[config.mk]
export PLATFORM = sky130hd
export DESIGN_NAME = dcache_req_stage_flat
export DESIGN_NICKNAME = d
export VERILOG_FILES = /design/src/hdl/dcache_pkg.sv /design/src/hdl/dcache_if.sv /design/src/hdl/dcache_req_stage.sv /design/src/flat_wrapper.sv
export SDC_FILE = /design/constraint.sdc
export NUM_CORES = 1
export LEC_CHECK = 0
export BUFFER_PORTS_ARGS = -buffer_cell sky130_fd_sc_hd__buf_2
export CORE_UTILIZATION = 41
export CTS_CLUSTER_DIAMETER = 50
export DETAILED_ROUTE_END_ITERATION = 6
export HOLD_SLACK_MARGIN = 0.06
export MAX_ROUTING_LAYER = met4
export PLACE_DENSITY = 0.87
export SLEW_MARGIN = 20
export SYNTH_ARGS = -nofsm -noshare
export SYNTH_HDL_FRONTEND = slang
export SYNTH_SLANG_ARGS = --single-unit
[constraint.sdc]
create_clock -name i_clk -period 5.67 [get_ports i_clk]
set_clock_uncertainty 0.15 [all_clocks]
set_input_delay 0.8505 -clock i_clk [delete_from_list [all_inputs] [get_ports i_clk]]
set_output_delay 0.8505 -clock i_clk [all_outputs]
set_load 0.05 [all_outputs]
[src/hdl/dcache_pkg.sv]
`default_nettype none

package dcache_pkg;

	localparam int NUM_WAYS    = 4;
	localparam int LINE_WORDS  = 8;
	localparam int SET_COUNT   = 128;
	localparam int TAG_BITS    = 20;
	localparam int INDEX_BITS  = 7;
	localparam int OFFSET_BITS = 3;

	// one address word seen raw or split into cache fields
	typedef union packed {
		logic [31:0] raw;
		struct packed {
			logic [TAG_BITS-1:0]    tag;
			logic [INDEX_BITS-1:0]  index;
			logic [OFFSET_BITS-1:0] offset;
			logic [1:0]             byte_sel;
		} f;
	} dcache_addr_u;

	// bit 1 marks the pair used last and bits 0 and 2 the way used last within each pair
	typedef logic [2:0] plru_t;
	typedef logic [1:0] way_t;

	typedef enum logic [2:0] {
		SWEEP,
		IDLE,
		EVICT,
		FETCH,
		REPLAY
	} ctrl_state_e;

	function automatic plru_t plru_touch(input plru_t state, input way_t way);
		plru_t upd;
		upd    = state;
		upd[1] = way[1];
		if (way[1])
			upd[2] = way[0];
		else
			upd[0] = way[0];
		return upd;
	endfunction

	// way not used last in the pair not used last
	function automatic way_t plru_victim(input plru_t state);
		way_t way;
		if (state[1])
			way = {1'b0, ~state[0]};
		else
			way = {1'b1, ~state[2]};
		return way;
	endfunction

endpackage

`default_nettype wire
[src/hdl/dcache_if.sv]
`timescale 1ns/1ps
`default_nettype none

// request address and the request sitting in the compare stage
interface lookup_if import dcache_pkg::*; ();
	logic         rd_en;
	dcache_addr_u rd_addr;
	logic         s2_valid;
	dcache_addr_u s2_addr;
	logic [3:0]   s2_wen;
	logic [31:0]  s2_wdata;

	modport req (output rd_en, rd_addr, s2_valid, s2_addr, s2_wen, s2_wdata);
	modport store (input rd_en, rd_addr, s2_valid, s2_addr, s2_wen, s2_wdata);
endinterface


`default_nettype wire

[src/hdl/dcache_req_stage.sv]
`timescale 1ns/1ps
`default_nettype none

module dcache_req_stage import dcache_pkg::*; (
	input  logic        i_clk,
	input  logic        i_rst,
	input  logic        i_req_valid,
	input  logic [31:0] i_addr,
	input  logic [3:0]  i_wen,
	input  logic [31:0] i_wdata,
	input  logic        i_stall,
	input  logic        i_busy,
	lookup_if.req       lookup
);

	logic         s2_valid_q;
	dcache_addr_u s2_addr_q;
	logic [3:0]   s2_wen_q;
	logic [31:0]  s2_wdata_q;
	dcache_addr_u req_addr;
	logic         accept;

	assign req_addr.raw = i_addr;
	assign accept       = i_req_valid && !i_stall;

	// stage 2 holds its request for as long as the stall lasts
	always_ff @(posedge i_clk) begin
		if (i_rst)
			s2_valid_q <= 1'b0;
		else if (!i_stall)
			s2_valid_q <= i_req_valid;
	end

	always_ff @(posedge i_clk) begin
		if (accept) begin
			s2_addr_q  <= req_addr;
			s2_wen_q   <= i_wen;
			s2_wdata_q <= i_wdata;
		end
	end

	// re-read the held set during a stall so replay sees the refilled line
	assign lookup.rd_en   = i_req_valid || i_stall;
	assign lookup.rd_addr = i_stall ? s2_addr_q : req_addr;

	// nothing is compared while a miss sequence runs
	assign lookup.s2_valid = s2_valid_q && !i_busy;
	assign lookup.s2_addr  = s2_addr_q;
	assign lookup.s2_wen   = s2_wen_q;
	assign lookup.s2_wdata = s2_wdata_q;

endmodule

`default_nettype wire

[src/flat_wrapper.sv]
// flat-port wrapper written by rule: the top's interface ports become plain ports
module dcache_req_stage_flat import dcache_pkg::*;
  (i_clk, i_rst, i_req_valid, i_addr, i_wen, i_wdata, i_stall, i_busy, lookup_rd_en, lookup_rd_addr, lookup_s2_valid, lookup_s2_addr, lookup_s2_wen, lookup_s2_wdata);
  lookup_if lookup_i ();
  input  logic i_clk;
  input  logic i_rst;
  input  logic i_req_valid;
  input  logic [31:0] i_addr;
  input  logic [3:0] i_wen;
  input  logic [31:0] i_wdata;
  input  logic i_stall;
  input  logic i_busy;
  output wire logic [$bits(lookup_i.rd_en)-1:0] lookup_rd_en;
  output wire logic [$bits(lookup_i.rd_addr)-1:0] lookup_rd_addr;
  output wire logic [$bits(lookup_i.s2_valid)-1:0] lookup_s2_valid;
  output wire logic [$bits(lookup_i.s2_addr)-1:0] lookup_s2_addr;
  output wire logic [$bits(lookup_i.s2_wen)-1:0] lookup_s2_wen;
  output wire logic [$bits(lookup_i.s2_wdata)-1:0] lookup_s2_wdata;
  assign lookup_rd_en = lookup_i.rd_en;
  assign lookup_rd_addr = lookup_i.rd_addr;
  assign lookup_s2_valid = lookup_i.s2_valid;
  assign lookup_s2_addr = lookup_i.s2_addr;
  assign lookup_s2_wen = lookup_i.s2_wen;
  assign lookup_s2_wdata = lookup_i.s2_wdata;
  dcache_req_stage u_core (.i_clk(i_clk), .i_rst(i_rst), .i_req_valid(i_req_valid), .i_addr(i_addr), .i_wen(i_wen), .i_wdata(i_wdata), .i_stall(i_stall), .i_busy(i_busy), .lookup(lookup_i));
endmodule
==> qor_table.md <==
| Result | Value |
|:---|:---|
| DRC errors left | 0 |
| Pin count of the biggest net entering global routing | 37 |
| Global-route wire length before repair | 8040 microns |
| Number of antenna violations at the first check in global routing | 0 |
| Total detailed-routing wirelength | 6020 microns |
| Post-cts sizing count | 0 |
| Antenna Diode Count | 0 |
| Hold-critical path depth | 2 |
| Total Die Area | 6720 sq um |
| I/O pins | 175 |
| Post-cts hold buffer count | 0 |
| Crit path from | i_stall |
| Pwr per Cell Area | 353 nW/um^2 |
| Number of max-slew violations in the final report | 0 |
| Startpoint of the lowest-slack register-to-register path | u_core.s2_valid_q |
| Crit path DAT | 2.28 ns |
| First-iteration detailed-routing DRC count | 56 |
| Number of warnings issued by yosys | 0 |
| Max-cap violation count | 0 |
| Gp weighted congestion | 0.714 |
| CTS HTree Levels | 3 |
| Initial Utilization | 43.3% |
| CTS sink count | 69 |
| Period utilization | 57.9% |
| R2r worst-path depth | 2 |
| Relative slew slack | 28.1% |
| Setup Buffers After CTS | 0 |
| Post-detailed-route wirelength per cell | 16.2 microns |
| Worst reg2reg setup slack | 4.87 ns |
| Global-route total usage across every layer | 18.1% |
| Vertical die dimension | 82.0 microns |
| Total gr overflow | 0 |
| Endpoint with the worst hold slack | u_core.s2_valid_q |
| Count of cell types in the netlist | 11 |
| Pre-Repair DR Iteration Count | 4 |
| Syn_nets | 183 |
| # port buffers | 174 |
| Type of the setup path with the least slack | primary input to output port |
| Root buf cell | sky130_fd_sc_hd__clkbuf_8 |
| Worst Hold Margin | 0.409 ns |
| Fin util | 61.6% |
| Class of the most critical hold timing path | register to register |
| Synth Instances | 110 |
| CTS tree | built |
| Critical path endpoint category | output port |
| Maximum net fanout on the critical path | 35 |
| Area growth from synthesis to layout | 42.4% |
| Area of all placed cells without fillers | 3730 sq um |
| Most area-hungry cell type in the Yosys netlist | sky130_fd_sc_hd__edfxtp_1 |
| Fraction of layout instances using a drive strength above 1 | 75.4% |
| Final critical delay including setup and external delays | 3.28 ns |
| Post-synthesis sequential element count | 69 |
| Actual transition at the worst max-transition pin | 1.08 ns |
| Leading cell types in the layout, fill and taps excluded | sky130_fd_sc_hd__buf_2 (174), sky130_fd_sc_hd__edfxtp_1 (68), sky130_fd_sc_hd__mux2_4 (27) |
| Largest vdd supply drop | 0.000222 V |
| Result of the run | finished, final reports clean |
| Required time of the critical path | 4.67 ns |
| Leading cell type in the layout, fill and taps excluded | sky130_fd_sc_hd__buf_2 |
| Sequential share of the synthesized area | 78.6% |
| Total number of vias | 1,733 |
| Overall power consumption | 1.32 mW |
| Area post-placement | 3540 sq um |
| Max Buffers Root-to-Sink | 2 |
| Final hold violation count | 0 |
| Fill cell instance count of the final layout | 438 |
| Standard-cell rows | 28 |
| Largest cells by area after synthesis | sky130_fd_sc_hd__edfxtp_1 (78%), sky130_fd_sc_hd__mux2_4 (15%), sky130_fd_sc_hd__mux2_2 (2.1%), sky130_fd_sc_hd__buf_12 (1.5%), sky130_fd_sc_hd__dfxtp_1 (0.76%) |
| Clock slew seen by the registers of the worst setup and hold paths | 0.07 ns |
| Crit start category | primary input |
| Clock latency on the worst-skew pair | 0.33 ns |
| Post-Synthesis Cell Area | 2620 sq um |
| Number of global-route vias before repair | 1,691 |
| TritonCTS buffer count | 9 |
| Achievable frequency | 305 MHz |
| Average size of a mapped cell | 23.8 sq um |
| Die Width | 82.0 microns |
| Synth top area share | 77.9% |
| Total Negative Setup Slacks | 0 ns |
| Antenna-violating nets left | 0 |
| Number of endpoints failing setup at the final stage | 0 |
| Per-cell via count in the routed design | 4.66 |
| Setup repair after global routing missed its margin | false |
| Final net count | 365 |
| Worst r2r dst | u_core.s2_valid_q |
| Start point of the worst min-delay path | u_core.s2_valid_q |
| Total core area | 6060 sq um |
| Static Leak | 1.69 nW |
sequential cells by signal (all words and copies together) (netlist names):
name	flops
u_core.lookup.s2_addr	32
u_core.lookup.s2_wen	4
u_core.s2_valid_q	1
u_core.lookup.s2_wdata	32
worst max-delay path, stage by stage:
cell	delay, ns
sky130_fd_sc_hd__buf_2	0.78
sky130_fd_sc_hd__mux2_2	0.43
sky130_fd_sc_hd__buf_2	0.21
routing by layer:
metal / track usage, % / vias to the layer above / wire, microns
met2: 30.8 / 108 / 3160
li1: - / 799 / -
met5: - / - / 0
met4: 11.2 / 0 / 195
met3: 5.00 / 17 / 432
met1: 18.2 / 809 / 2230
metrics by stage:
step	std cells	setup WS [ns]
detailed placement	356	2.36
CTS	372	2.37
finish	372	2.39
global placement	356	2.41
global route	372	2.30
floorplan	110	0.857
cells in the mapped netlist:
master and n:
sky130_fd_sc_hd__mux2i_1 1, sky130_fd_sc_hd__buf_12 2, sky130_fd_sc_hd__nor2b_1 2, sky130_fd_sc_hd__mux2_2 5, sky130_fd_sc_hd__edfxtp_1 68, sky130_fd_sc_hd__dfxtp_1 1
sky130_fd_sc_hd__buf_6 1, sky130_fd_sc_hd__or2_2 1, sky130_fd_sc_hd__buf_8 1, sky130_fd_sc_hd__nor2_1 1, sky130_fd_sc_hd__mux2_4 27
where the power goes:
part	leakage (nW)	switching, mW	total (mW)	internal [mW]
Sequential	0.646	0.0121	0.611	0.599
Combinational	0.951	0.236	0.317	0.0807
Clock	0.0935	0.187	0.392	0.204
Total	1.69	0.436	1.32	0.884
final cells by class:
type                            instances  area (sq um)  area share (%)
Sequential cell                        69          2060            55.2
Timing Repair Buffer                  175           878            23.5
Multi-Input combinational cell         37           502            13.4
Clock buffer                            9           124            3.32
Tap cell                               75          93.8            2.51
Clock inverter                          7          75.1            2.01
worst max path at each step:
| stage | to | cells after the start |
|---|---|---|
| floorplan | u_core.lookup.s2_addr[0] | 3 |
| global placement | lookup_rd_addr[31] | 3 |
| detailed placement | lookup_rd_addr[31] | 3 |
| CTS | lookup_rd_addr[30] | 3 |
| global route | lookup_rd_addr[31] | 3 |
| finish | lookup_rd_addr[30] | 3 |
cells by family after synthesis:
logic type | count (synthesis) | share of synthesized area, %
flip-flops | 69 | 78.6
buffers and inverters | 4 | 2.53
AND/OR/NAND/NOR | 4 | 0.859
multiplexers | 33 | 18.0
Power figures use the tool's default switching activity.
