## config.mk

```make
export PLATFORM = sky130hd
export DESIGN_NAME = dcache_miss_ctrl_flat
export DESIGN_NICKNAME = d
export VERILOG_FILES = /design/src/hdl/dcache_pkg.sv /design/src/hdl/dcache_if.sv /design/src/hdl/dcache_miss_ctrl.sv /design/src/flat_wrapper.sv
export SDC_FILE = /design/constraint.sdc
export NUM_CORES = 1
export LEC_CHECK = 0
export BUFFER_PORTS_ARGS = -buffer_cell sky130_fd_sc_hd__buf_2
export CAP_MARGIN = 20
export CELL_PAD_IN_SITES_DETAIL_PLACEMENT = 1
export CELL_PAD_IN_SITES_GLOBAL_PLACEMENT = 2
export CORE_ASPECT_RATIO = 1.2
export CORE_MARGIN = 2
export CORE_UTILIZATION = 20
export CTS_BUF_LIST = sky130_fd_sc_hd__clkbuf_4 sky130_fd_sc_hd__clkbuf_8
export CTS_CLUSTER_SIZE = 12
export DETAILED_ROUTE_END_ITERATION = 12
export PLACE_DENSITY = 0.92
export RECOVER_POWER = 100
export SKIP_LAST_GASP = 1
export SLEW_MARGIN = 5
export SYNTH_ARGS = -nofsm -noshare
export SYNTH_HDL_FRONTEND = slang
export SYNTH_SLANG_ARGS = --single-unit
```

## constraint.sdc

```tcl
create_clock -name i_clk -period 3.76 [get_ports i_clk]
set_input_delay 0.752 -clock i_clk [delete_from_list [all_inputs] [get_ports i_clk]]
set_output_delay 0.752 -clock i_clk [all_outputs]
set_load 0.005 [all_outputs]
```

## src/hdl/dcache_pkg.sv

```systemverilog
`default_nettype none

package dcache_pkg;

	localparam int NUM_WAYS    = 4;
	localparam int LINE_WORDS  = 8;
	localparam int SET_COUNT   = 128;
	localparam int TAG_BITS    = 20;
	localparam int INDEX_BITS  = 7;
	localparam int OFFSET_BITS = 3;

	// one address word seen raw or split into cache fields
	typedef union packed {
		logic [31:0] raw;
		struct packed {
			logic [TAG_BITS-1:0]    tag;
			logic [INDEX_BITS-1:0]  index;
			logic [OFFSET_BITS-1:0] offset;
			logic [1:0]             byte_sel;
		} f;
	} dcache_addr_u;

	// bit 1 marks the pair used last and bits 0 and 2 the way used last within each pair
	typedef logic [2:0] plru_t;
	typedef logic [1:0] way_t;

	typedef enum logic [2:0] {
		SWEEP,
		IDLE,
		EVICT,
		FETCH,
		REPLAY
	} ctrl_state_e;

	function automatic plru_t plru_touch(input plru_t state, input way_t way);
		plru_t upd;
		upd    = state;
		upd[1] = way[1];
		if (way[1])
			upd[2] = way[0];
		else
			upd[0] = way[0];
		return upd;
	endfunction

	// way not used last in the pair not used last
	function automatic way_t plru_victim(input plru_t state);
		way_t way;
		if (state[1])
			way = {1'b0, ~state[0]};
		else
			way = {1'b1, ~state[2]};
		return way;
	endfunction

endpackage

`default_nettype wire
```

## src/hdl/dcache_if.sv

```systemverilog
`timescale 1ns/1ps
`default_nettype none


// compare result and replacement choice
interface way_if import dcache_pkg::*; ();
	logic                hit;
	way_t                hit_way;
	logic                miss;
	way_t                victim_way;
	logic                victim_valid;
	logic [TAG_BITS-1:0] victim_tag;
	// address of the request that missed
	dcache_addr_u        miss_addr;

	modport tags (output hit, hit_way, miss, victim_way, victim_valid, victim_tag,
		miss_addr);
	modport user (input hit, hit_way, miss, victim_way, victim_valid, victim_tag,
		miss_addr);
endinterface

// array writes and victim reads from the miss controller
interface fill_if import dcache_pkg::*; ();
	way_t                   fill_way;
	logic [INDEX_BITS-1:0]  fill_index;
	logic                   word_we;
	logic [OFFSET_BITS-1:0] word_offset;
	logic [31:0]            word_data;
	logic                   tag_we;
	logic                   tag_valid;
	logic [TAG_BITS-1:0]    tag_value;
	logic                   evict_rd;

	modport ctrl (output fill_way, fill_index, word_we, word_offset, word_data,
		tag_we, tag_valid, tag_value, evict_rd);
	modport store (input fill_way, fill_index, word_we, word_offset, word_data,
		tag_we, tag_valid, tag_value, evict_rd);
endinterface

`default_nettype wire

```

## src/hdl/dcache_miss_ctrl.sv

```systemverilog
`timescale 1ns/1ps
`default_nettype none

module dcache_miss_ctrl import dcache_pkg::*; (
	input  logic        i_clk,
	input  logic        i_rst,
	way_if.user         way,
	fill_if.ctrl        fill,
	input  logic [31:0] i_evict_data,
	output logic        o_stall,
	output logic        o_busy,
	output logic        o_mem_rd_req,
	output logic [31:0] o_mem_rd_addr,
	input  logic        i_mem_rd_valid,
	input  logic [31:0] i_mem_rd_data,
	output logic        o_mem_wr_valid,
	output logic [31:0] o_mem_wr_addr,
	output logic [31:0] o_mem_wr_data
);

	ctrl_state_e            state_q;
	ctrl_state_e            state_d;
	logic [INDEX_BITS-1:0]  sweep_idx;
	logic [OFFSET_BITS:0]   word_cnt;
	logic                   busy_q;
	logic                   rd_req_q;
	logic                   wr_valid_q;
	logic [OFFSET_BITS-1:0] wr_off_q;
	dcache_addr_u           miss_addr_q;
	way_t                   victim_way_q;
	logic [TAG_BITS-1:0]    victim_tag_q;
	logic                   sweeping;
	logic                   evict_rd;
	logic                   evict_done;
	logic                   beat;
	logic                   last_beat;

	assign sweeping   = state_q == SWEEP;
	// eight read cycles and one more to drain the last word
	assign evict_rd   = state_q == EVICT && !word_cnt[OFFSET_BITS];
	assign evict_done = state_q == EVICT && word_cnt[OFFSET_BITS];
	assign beat       = state_q == FETCH && i_mem_rd_valid;
	assign last_beat  = beat && word_cnt[OFFSET_BITS-1:0] == OFFSET_BITS'(LINE_WORDS - 1);

	always_comb begin
		state_d = state_q;
		case (state_q)
			SWEEP: begin
				if (sweep_idx == INDEX_BITS'(SET_COUNT - 1))
					state_d = IDLE;
			end
			IDLE: begin
				if (way.miss)
					state_d = way.victim_valid ? EVICT : FETCH;
			end
			EVICT: begin
				if (evict_done)
					state_d = FETCH;
			end
			FETCH: begin
				if (last_beat)
					state_d = REPLAY;
			end
			REPLAY: begin
				state_d = IDLE;
			end
			default: begin
				state_d = IDLE;
			end
		endcase
	end

	always_ff @(posedge i_clk) begin
		if (i_rst) begin
			state_q    <= SWEEP;
			busy_q     <= 1'b1;
			sweep_idx  <= '0;
			word_cnt   <= '0;
			rd_req_q   <= 1'b0;
			wr_valid_q <= 1'b0;
		end else begin
			state_q    <= state_d;
			busy_q     <= state_d != IDLE;
			// one request per refill on entry to FETCH
			rd_req_q   <= state_d == FETCH && state_q != FETCH;
			wr_valid_q <= evict_rd;
			if (sweeping)
				sweep_idx <= sweep_idx + 1'b1;
			if (state_d != state_q)
				word_cnt <= '0;
			else if (evict_rd || beat)
				word_cnt <= word_cnt + 1'b1;
		end
	end

	// miss context held through write-back and refill
	always_ff @(posedge i_clk) begin
		if (state_q == IDLE && way.miss) begin
			miss_addr_q  <= way.miss_addr;
			victim_way_q <= way.victim_way;
			victim_tag_q <= way.victim_tag;
		end
		wr_off_q <= word_cnt[OFFSET_BITS-1:0];
	end

	assign o_busy  = busy_q;
	assign o_stall = busy_q || way.miss;

	assign o_mem_rd_req  = rd_req_q;
	assign o_mem_rd_addr = {miss_addr_q.f.tag, miss_addr_q.f.index, {(OFFSET_BITS + 2){1'b0}}};

	// victim word read last cycle goes out now
	assign o_mem_wr_valid = wr_valid_q;
	assign o_mem_wr_addr  = {victim_tag_q, miss_addr_q.f.index, wr_off_q, 2'b00};
	assign o_mem_wr_data  = i_evict_data;

	assign fill.fill_way    = victim_way_q;
	assign fill.fill_index  = sweeping ? sweep_idx : miss_addr_q.f.index;
	assign fill.word_we     = beat;
	assign fill.word_offset = word_cnt[OFFSET_BITS-1:0];
	assign fill.word_data   = i_mem_rd_data;
	// sweep clears a set per cycle and the last beat validates the new line
	assign fill.tag_we      = sweeping || last_beat;
	assign fill.tag_valid   = !sweeping;
	assign fill.tag_value   = sweeping ? '0 : miss_addr_q.f.tag;
	assign fill.evict_rd    = evict_rd;

endmodule

`default_nettype wire

```

## src/flat_wrapper.sv

```systemverilog
// flat-port wrapper written by rule: the top's interface ports become plain ports
module dcache_miss_ctrl_flat import dcache_pkg::*;
  (i_clk, i_rst, i_evict_data, o_stall, o_busy, o_mem_rd_req, o_mem_rd_addr, i_mem_rd_valid, i_mem_rd_data, o_mem_wr_valid, o_mem_wr_addr, o_mem_wr_data, way_hit, way_hit_way, way_miss, way_victim_way, way_victim_valid, way_victim_tag, way_miss_addr, fill_fill_way, fill_fill_index, fill_word_we, fill_word_offset, fill_word_data, fill_tag_we, fill_tag_valid, fill_tag_value, fill_evict_rd);
  way_if way_i ();
  fill_if fill_i ();
  input  logic i_clk;
  input  logic i_rst;
  input  logic [31:0] i_evict_data;
  output logic o_stall;
  output logic o_busy;
  output logic o_mem_rd_req;
  output logic [31:0] o_mem_rd_addr;
  input  logic i_mem_rd_valid;
  input  logic [31:0] i_mem_rd_data;
  output logic o_mem_wr_valid;
  output logic [31:0] o_mem_wr_addr;
  output logic [31:0] o_mem_wr_data;
  input wire logic [$bits(way_i.hit)-1:0] way_hit;
  input wire logic [$bits(way_i.hit_way)-1:0] way_hit_way;
  input wire logic [$bits(way_i.miss)-1:0] way_miss;
  input wire logic [$bits(way_i.victim_way)-1:0] way_victim_way;
  input wire logic [$bits(way_i.victim_valid)-1:0] way_victim_valid;
  input wire logic [$bits(way_i.victim_tag)-1:0] way_victim_tag;
  input wire logic [$bits(way_i.miss_addr)-1:0] way_miss_addr;
  output wire logic [$bits(fill_i.fill_way)-1:0] fill_fill_way;
  output wire logic [$bits(fill_i.fill_index)-1:0] fill_fill_index;
  output wire logic [$bits(fill_i.word_we)-1:0] fill_word_we;
  output wire logic [$bits(fill_i.word_offset)-1:0] fill_word_offset;
  output wire logic [$bits(fill_i.word_data)-1:0] fill_word_data;
  output wire logic [$bits(fill_i.tag_we)-1:0] fill_tag_we;
  output wire logic [$bits(fill_i.tag_valid)-1:0] fill_tag_valid;
  output wire logic [$bits(fill_i.tag_value)-1:0] fill_tag_value;
  output wire logic [$bits(fill_i.evict_rd)-1:0] fill_evict_rd;
  assign way_i.hit = way_hit;
  assign way_i.hit_way = way_hit_way;
  assign way_i.miss = way_miss;
  assign way_i.victim_way = way_victim_way;
  assign way_i.victim_valid = way_victim_valid;
  assign way_i.victim_tag = way_victim_tag;
  assign way_i.miss_addr = way_miss_addr;
  assign fill_fill_way = fill_i.fill_way;
  assign fill_fill_index = fill_i.fill_index;
  assign fill_word_we = fill_i.word_we;
  assign fill_word_offset = fill_i.word_offset;
  assign fill_word_data = fill_i.word_data;
  assign fill_tag_we = fill_i.tag_we;
  assign fill_tag_valid = fill_i.tag_valid;
  assign fill_tag_value = fill_i.tag_value;
  assign fill_evict_rd = fill_i.evict_rd;
  dcache_miss_ctrl u_core (.i_clk(i_clk), .i_rst(i_rst), .way(way_i), .fill(fill_i), .i_evict_data(i_evict_data), .o_stall(o_stall), .o_busy(o_busy), .o_mem_rd_req(o_mem_rd_req), .o_mem_rd_addr(o_mem_rd_addr), .i_mem_rd_valid(i_mem_rd_valid), .i_mem_rd_data(i_mem_rd_data), .o_mem_wr_valid(o_mem_wr_valid), .o_mem_wr_addr(o_mem_wr_addr), .o_mem_wr_data(o_mem_wr_data));
endmodule
```

==> parameters.txt <==
Parameter                              Value

Synthesis
  Share of the yosys chip area belonging to registers ... about three fifths
  Cell area after synthesis ... 0.00318 sq mm
  Number of enable flip-flop cells after synthesis ... a little under 50
  Average instance area after synthesis ... 11.7 sq um
  Async set-reset flop share out of synthesis ... 0%
  Register bit count reported by yosys ... 69
  Cell variety after synth ... 36
  Yosys Warn Count ... 0
  Instance count of the mapped netlist ... between 200 and 300
  Most used flip-flop cell after synthesis ... sky130_fd_sc_hd__edfxtp_1

Finish
  Diode insertion count for antenna repair ... 0
  Area growth from synthesis to layout ... 15.9%
  Filler instances ... between 1500 and 2000
  NumNets Final ... between 400 and 500
  Ratio of cells with drive above 1 in the final layout ... a little under a third
  Seq. cell area ... 0.00187 sq mm
  Total area of multi-input combinational cells ... between 600 and 700 sq um
  Finished layout cell area ... ~0.0037 sq mm
  Core utilization of the finished layout ... about a quarter

Min path
  Endpoint with the worst hold slack ... u_core.wr_off_q[2]
  Class of the tightest hold or removal check ... flop to flop
  Min-delay src ... u_core.word_cnt[2]
  Worst Hold Depth ... 0

Route
  Topmost layer with routed signal wires ... met4
  Antenna Violating Nets Remaining ... 0
  Met2 routed WL ... between 4000 and 5000 um
  Drt drc ... 0
  Met1 wire length ... between 2000 and 3000 um
  First-iteration detailed-routing DRC count ... 32
  Detailed-router iteration count before antenna repair ... 4
  Via-per-instance ratio ... between 3 and 4
  DR WL/cell ... 15.8 um
  Routed Wire Length ... about 8900 um
  Routed wl met3 ... roughly 1000 um
  Count of vias placed by the detailed router ... about 2200

Floorplan
  Die width ... approximately 120 um
  Area of the die ... 0.0169 sq mm
  Count of boundary I/O pins ... ~300
  Core box area ... 0.0156 sq mm
  Die Y ... 142 um
  Floorplan row count ... 50
  Initial Utilization ... between 20% and 30%

Placed design
  Global placement routability congestion ... approximately 0.75
  Port Buffers ... 150
  Post-place instance area ... 0.00358 sq mm
  Detailed-placement wirelength estimate ... ~7000 um

Critical path
  Reg-to-reg endpoint ... u_core.o_mem_rd_req
  Critical path endpoint category ... output port
  Worst Setup Start Kind ... flop
  Req. time, crit path ... roughly 3.0 ns
  Start-to-end type of the worst setup path ... flop to output port
  Origin of the critical flop-to-flop path ... u_core.state_q[0]
  Setup slack on the worst flop-to-flop path ... 1.39 ns
  Largest fanout of any net on the critical path ... 30
  Cell count of the worst reg-to-reg path ... 5
  Arr. time, crit path ... about 2.2 ns

CTS
  # clock sinks ... between 60 and 70
  Clock latency at the later pin of the worst-skew pair ... 0.36 ns
  Number of buffers added to fix hold violations after cts ... 0
  CTS tree ... yes
  Maximum buffer depth of the clock tree ... 2
  CTS root buffer ... sky130_fd_sc_hd__clkbuf_8
  Total CTS buffers ... 9
  Level count of the clock H-tree ... 3
  Post-CTS Setup Bufs ... 0
  Number of gates given a new drive strength after cts ... 0
  Clock transition at the register clock pins on the worst setup and hold paths after CTS ... around 0.080 ns

STA
  Slew Viols, Final ... 0
  Setup_tns ... 0 ns
  Actual transition at the worst max-transition pin ... around 1.2 ns
  Minimum period implied by the final worst setup slack ... approximately 2.9 ns
  Setup violation total in the final timing report ... 0
  Hold Fails Final Rpt ... 0
  Relative slew margins ... between 15 and 20%
  Share of the clock period used by the worst path ... ~77%
  Setup clock skew after layout ... 0.0113 ns
  Setup repair after global routing missed its margin ... false
  Highest achievable clock rate ... around 0.34 GHz

Flow run
  Count of maximum capacitance violations ... 0

Run status
  Result of the run ... finished clean

GRT
  Number of antenna violations at the first check in global routing ... 0
  Total global-route track usage ... 10.6%
  Global-route wire length before repair ... approximately 13000 um
  Vias in the first global route ... between 2000 and 2500
  Gr ovfl total ... 0
  Pin count of the biggest net entering global routing ... 50

Power
  PwrDens ... 400 mW/mm^2
  Lkg Pwr ... 1.45 nW
  Worst voltage drop across the vdd grid ... ~0.18 mV
## kinds of logic after synthesis
group / count (synthesis) / synth area share, %
buffers and inverters: 91 / 20.6
AND/OR/NAND/NOR: 85 / 13.9
flip-flops: 69 / 58.9
AO/OA/AOI/OAI: 14 / 2.72
XOR/XNOR: 6 / 1.65
adder cells (fa/ha/maj): 3 / 1.18
multiplexers: 3 / 0.984
other: 1 / 0.118
## layer usage
| layer | GRT usage (%) | vias to the layer above |
|---|---|---|
| li1 | - | 979 |
| met3 | 4.69 | 72 |
| met4 | 7.64 | 0 |
| met5 | 0 | - |
| met1 | 9.99 | 974 |
| met2 | 18.2 | 160 |
## power by group
group	switching, mW	internal [mW]	total (mW)
clock	0.299	0.313	0.612
combinational	0.0217	0.0248	0.0465
sequential	0.00332	0.814	0.818
## cell usage after synthesis, types with 2 or more instances
| library cell | instances | area share, % |
|---|---|---|
| sky130_fd_sc_hd__clkbuf_1 | 4 | 0.47 |
| sky130_fd_sc_hd__nor2b_1 | 3 | 0.59 |
| sky130_fd_sc_hd__edfxtp_1 | 49 | 46 |
| sky130_fd_sc_hd__nor2_1 | 13 | 1.5 |
| sky130_fd_sc_hd__nand4_1 | 3 | 0.59 |
| sky130_fd_sc_hd__ha_1 | 3 | 1.2 |
| sky130_fd_sc_hd__nand3_1 | 3 | 0.47 |
| sky130_fd_sc_hd__xnor2_1 | 3 | 0.83 |
| sky130_fd_sc_hd__buf_2 | 2 | 0.31 |
| sky130_fd_sc_hd__nand2_1 | 30 | 3.5 |
| sky130_fd_sc_hd__nand2b_1 | 2 | 0.39 |
| sky130_fd_sc_hd__dfxtp_1 | 20 | 13 |
| sky130_fd_sc_hd__or3_1 | 3 | 0.59 |
| sky130_fd_sc_hd__o21ai_0 | 3 | 0.47 |
| sky130_fd_sc_hd__and2_1 | 20 | 3.9 |
| sky130_fd_sc_hd__or2_2 | 2 | 0.39 |
| sky130_fd_sc_hd__xor2_1 | 3 | 0.83 |
| sky130_fd_sc_hd__mux2i_1 | 2 | 0.63 |
| sky130_fd_sc_hd__buf_4 | 81 | 19 |
| sky130_fd_sc_hd__a21oi_1 | 7 | 1.1 |
## flip-flops by register name, summed over array words and instances, names as in the netlist
signal and cells:
u_core.state_q 3, u_core.miss_addr_q 27, u_core.victim_tag_q 20, u_core.o_busy 1
u_core.o_mem_rd_req 1, u_core.word_cnt 4, u_core.sweep_idx 7, u_core.wr_off_q 3
u_core.o_mem_wr_valid 1, u_core.fill.fill_way 2
## final cells by class
type	instances	area share, %
Multi-Input combinational cell	118	18.2
Timing Repair Buffer	151	18.5
Clock buffer	10	3.56
Sequential cell	69	50.8
Inverter	2	0.204
Tap cell	208	7.06
Clock inverter	6	1.73
## cells in the final DEF, fill, tap and decap left out, drive strengths merged, types with 4 or more instances in the layout
cell    Yosys  final
a21oi       7      7
and2       20     20
buf        85     90
clkbuf      4     71
clkinv      0      4
conb        1      7
dfxtp      20     20
edfxtp     49     49
nand2      30     30
nor2       13     13
## worst max-delay path by stage
stage                                 start                 endpoint  depth (start not counted)
after floorplan                    way_miss  u_core.fill.fill_way[0]                          3
after global placement    u_core.state_q[0]        fill_tag_value[1]                          4
after detailed placement  u_core.state_q[0]        fill_tag_value[6]                          4
after CTS                 u_core.state_q[1]        fill_tag_value[6]                          4
after global routing      u_core.state_q[1]        fill_tag_value[1]                          4
final                     u_core.state_q[0]        fill_tag_value[6]                          4
## critical path, cell delays in order, from the launching register on
cell and delay (ns):
sky130_fd_sc_hd__dfxtp_1 0.45, sky130_fd_sc_hd__nor3_4 0.55, sky130_fd_sc_hd__inv_2 0.38, sky130_fd_sc_hd__and2_0 0.29
sky130_fd_sc_hd__buf_2 0.13
## per-stage QoR
step / setup WS [ns] / power [mW] / instances / hold slack [ns]
finish: 0.848 / 1.48 / 564 / 0.420
global route: 0.610 / 1.53 / 564 / 0.437
CTS: 0.751 / 1.50 / 564 / 0.417
detailed placement: 1.16 / 0.884 / 548 / 0.404
global placement: 1.26 / 0.880 / 548 / 0.400
floorplan: 0.267 / 0.908 / 278 / 0.379
Note: power is estimated with default switching activity, not from simulation.
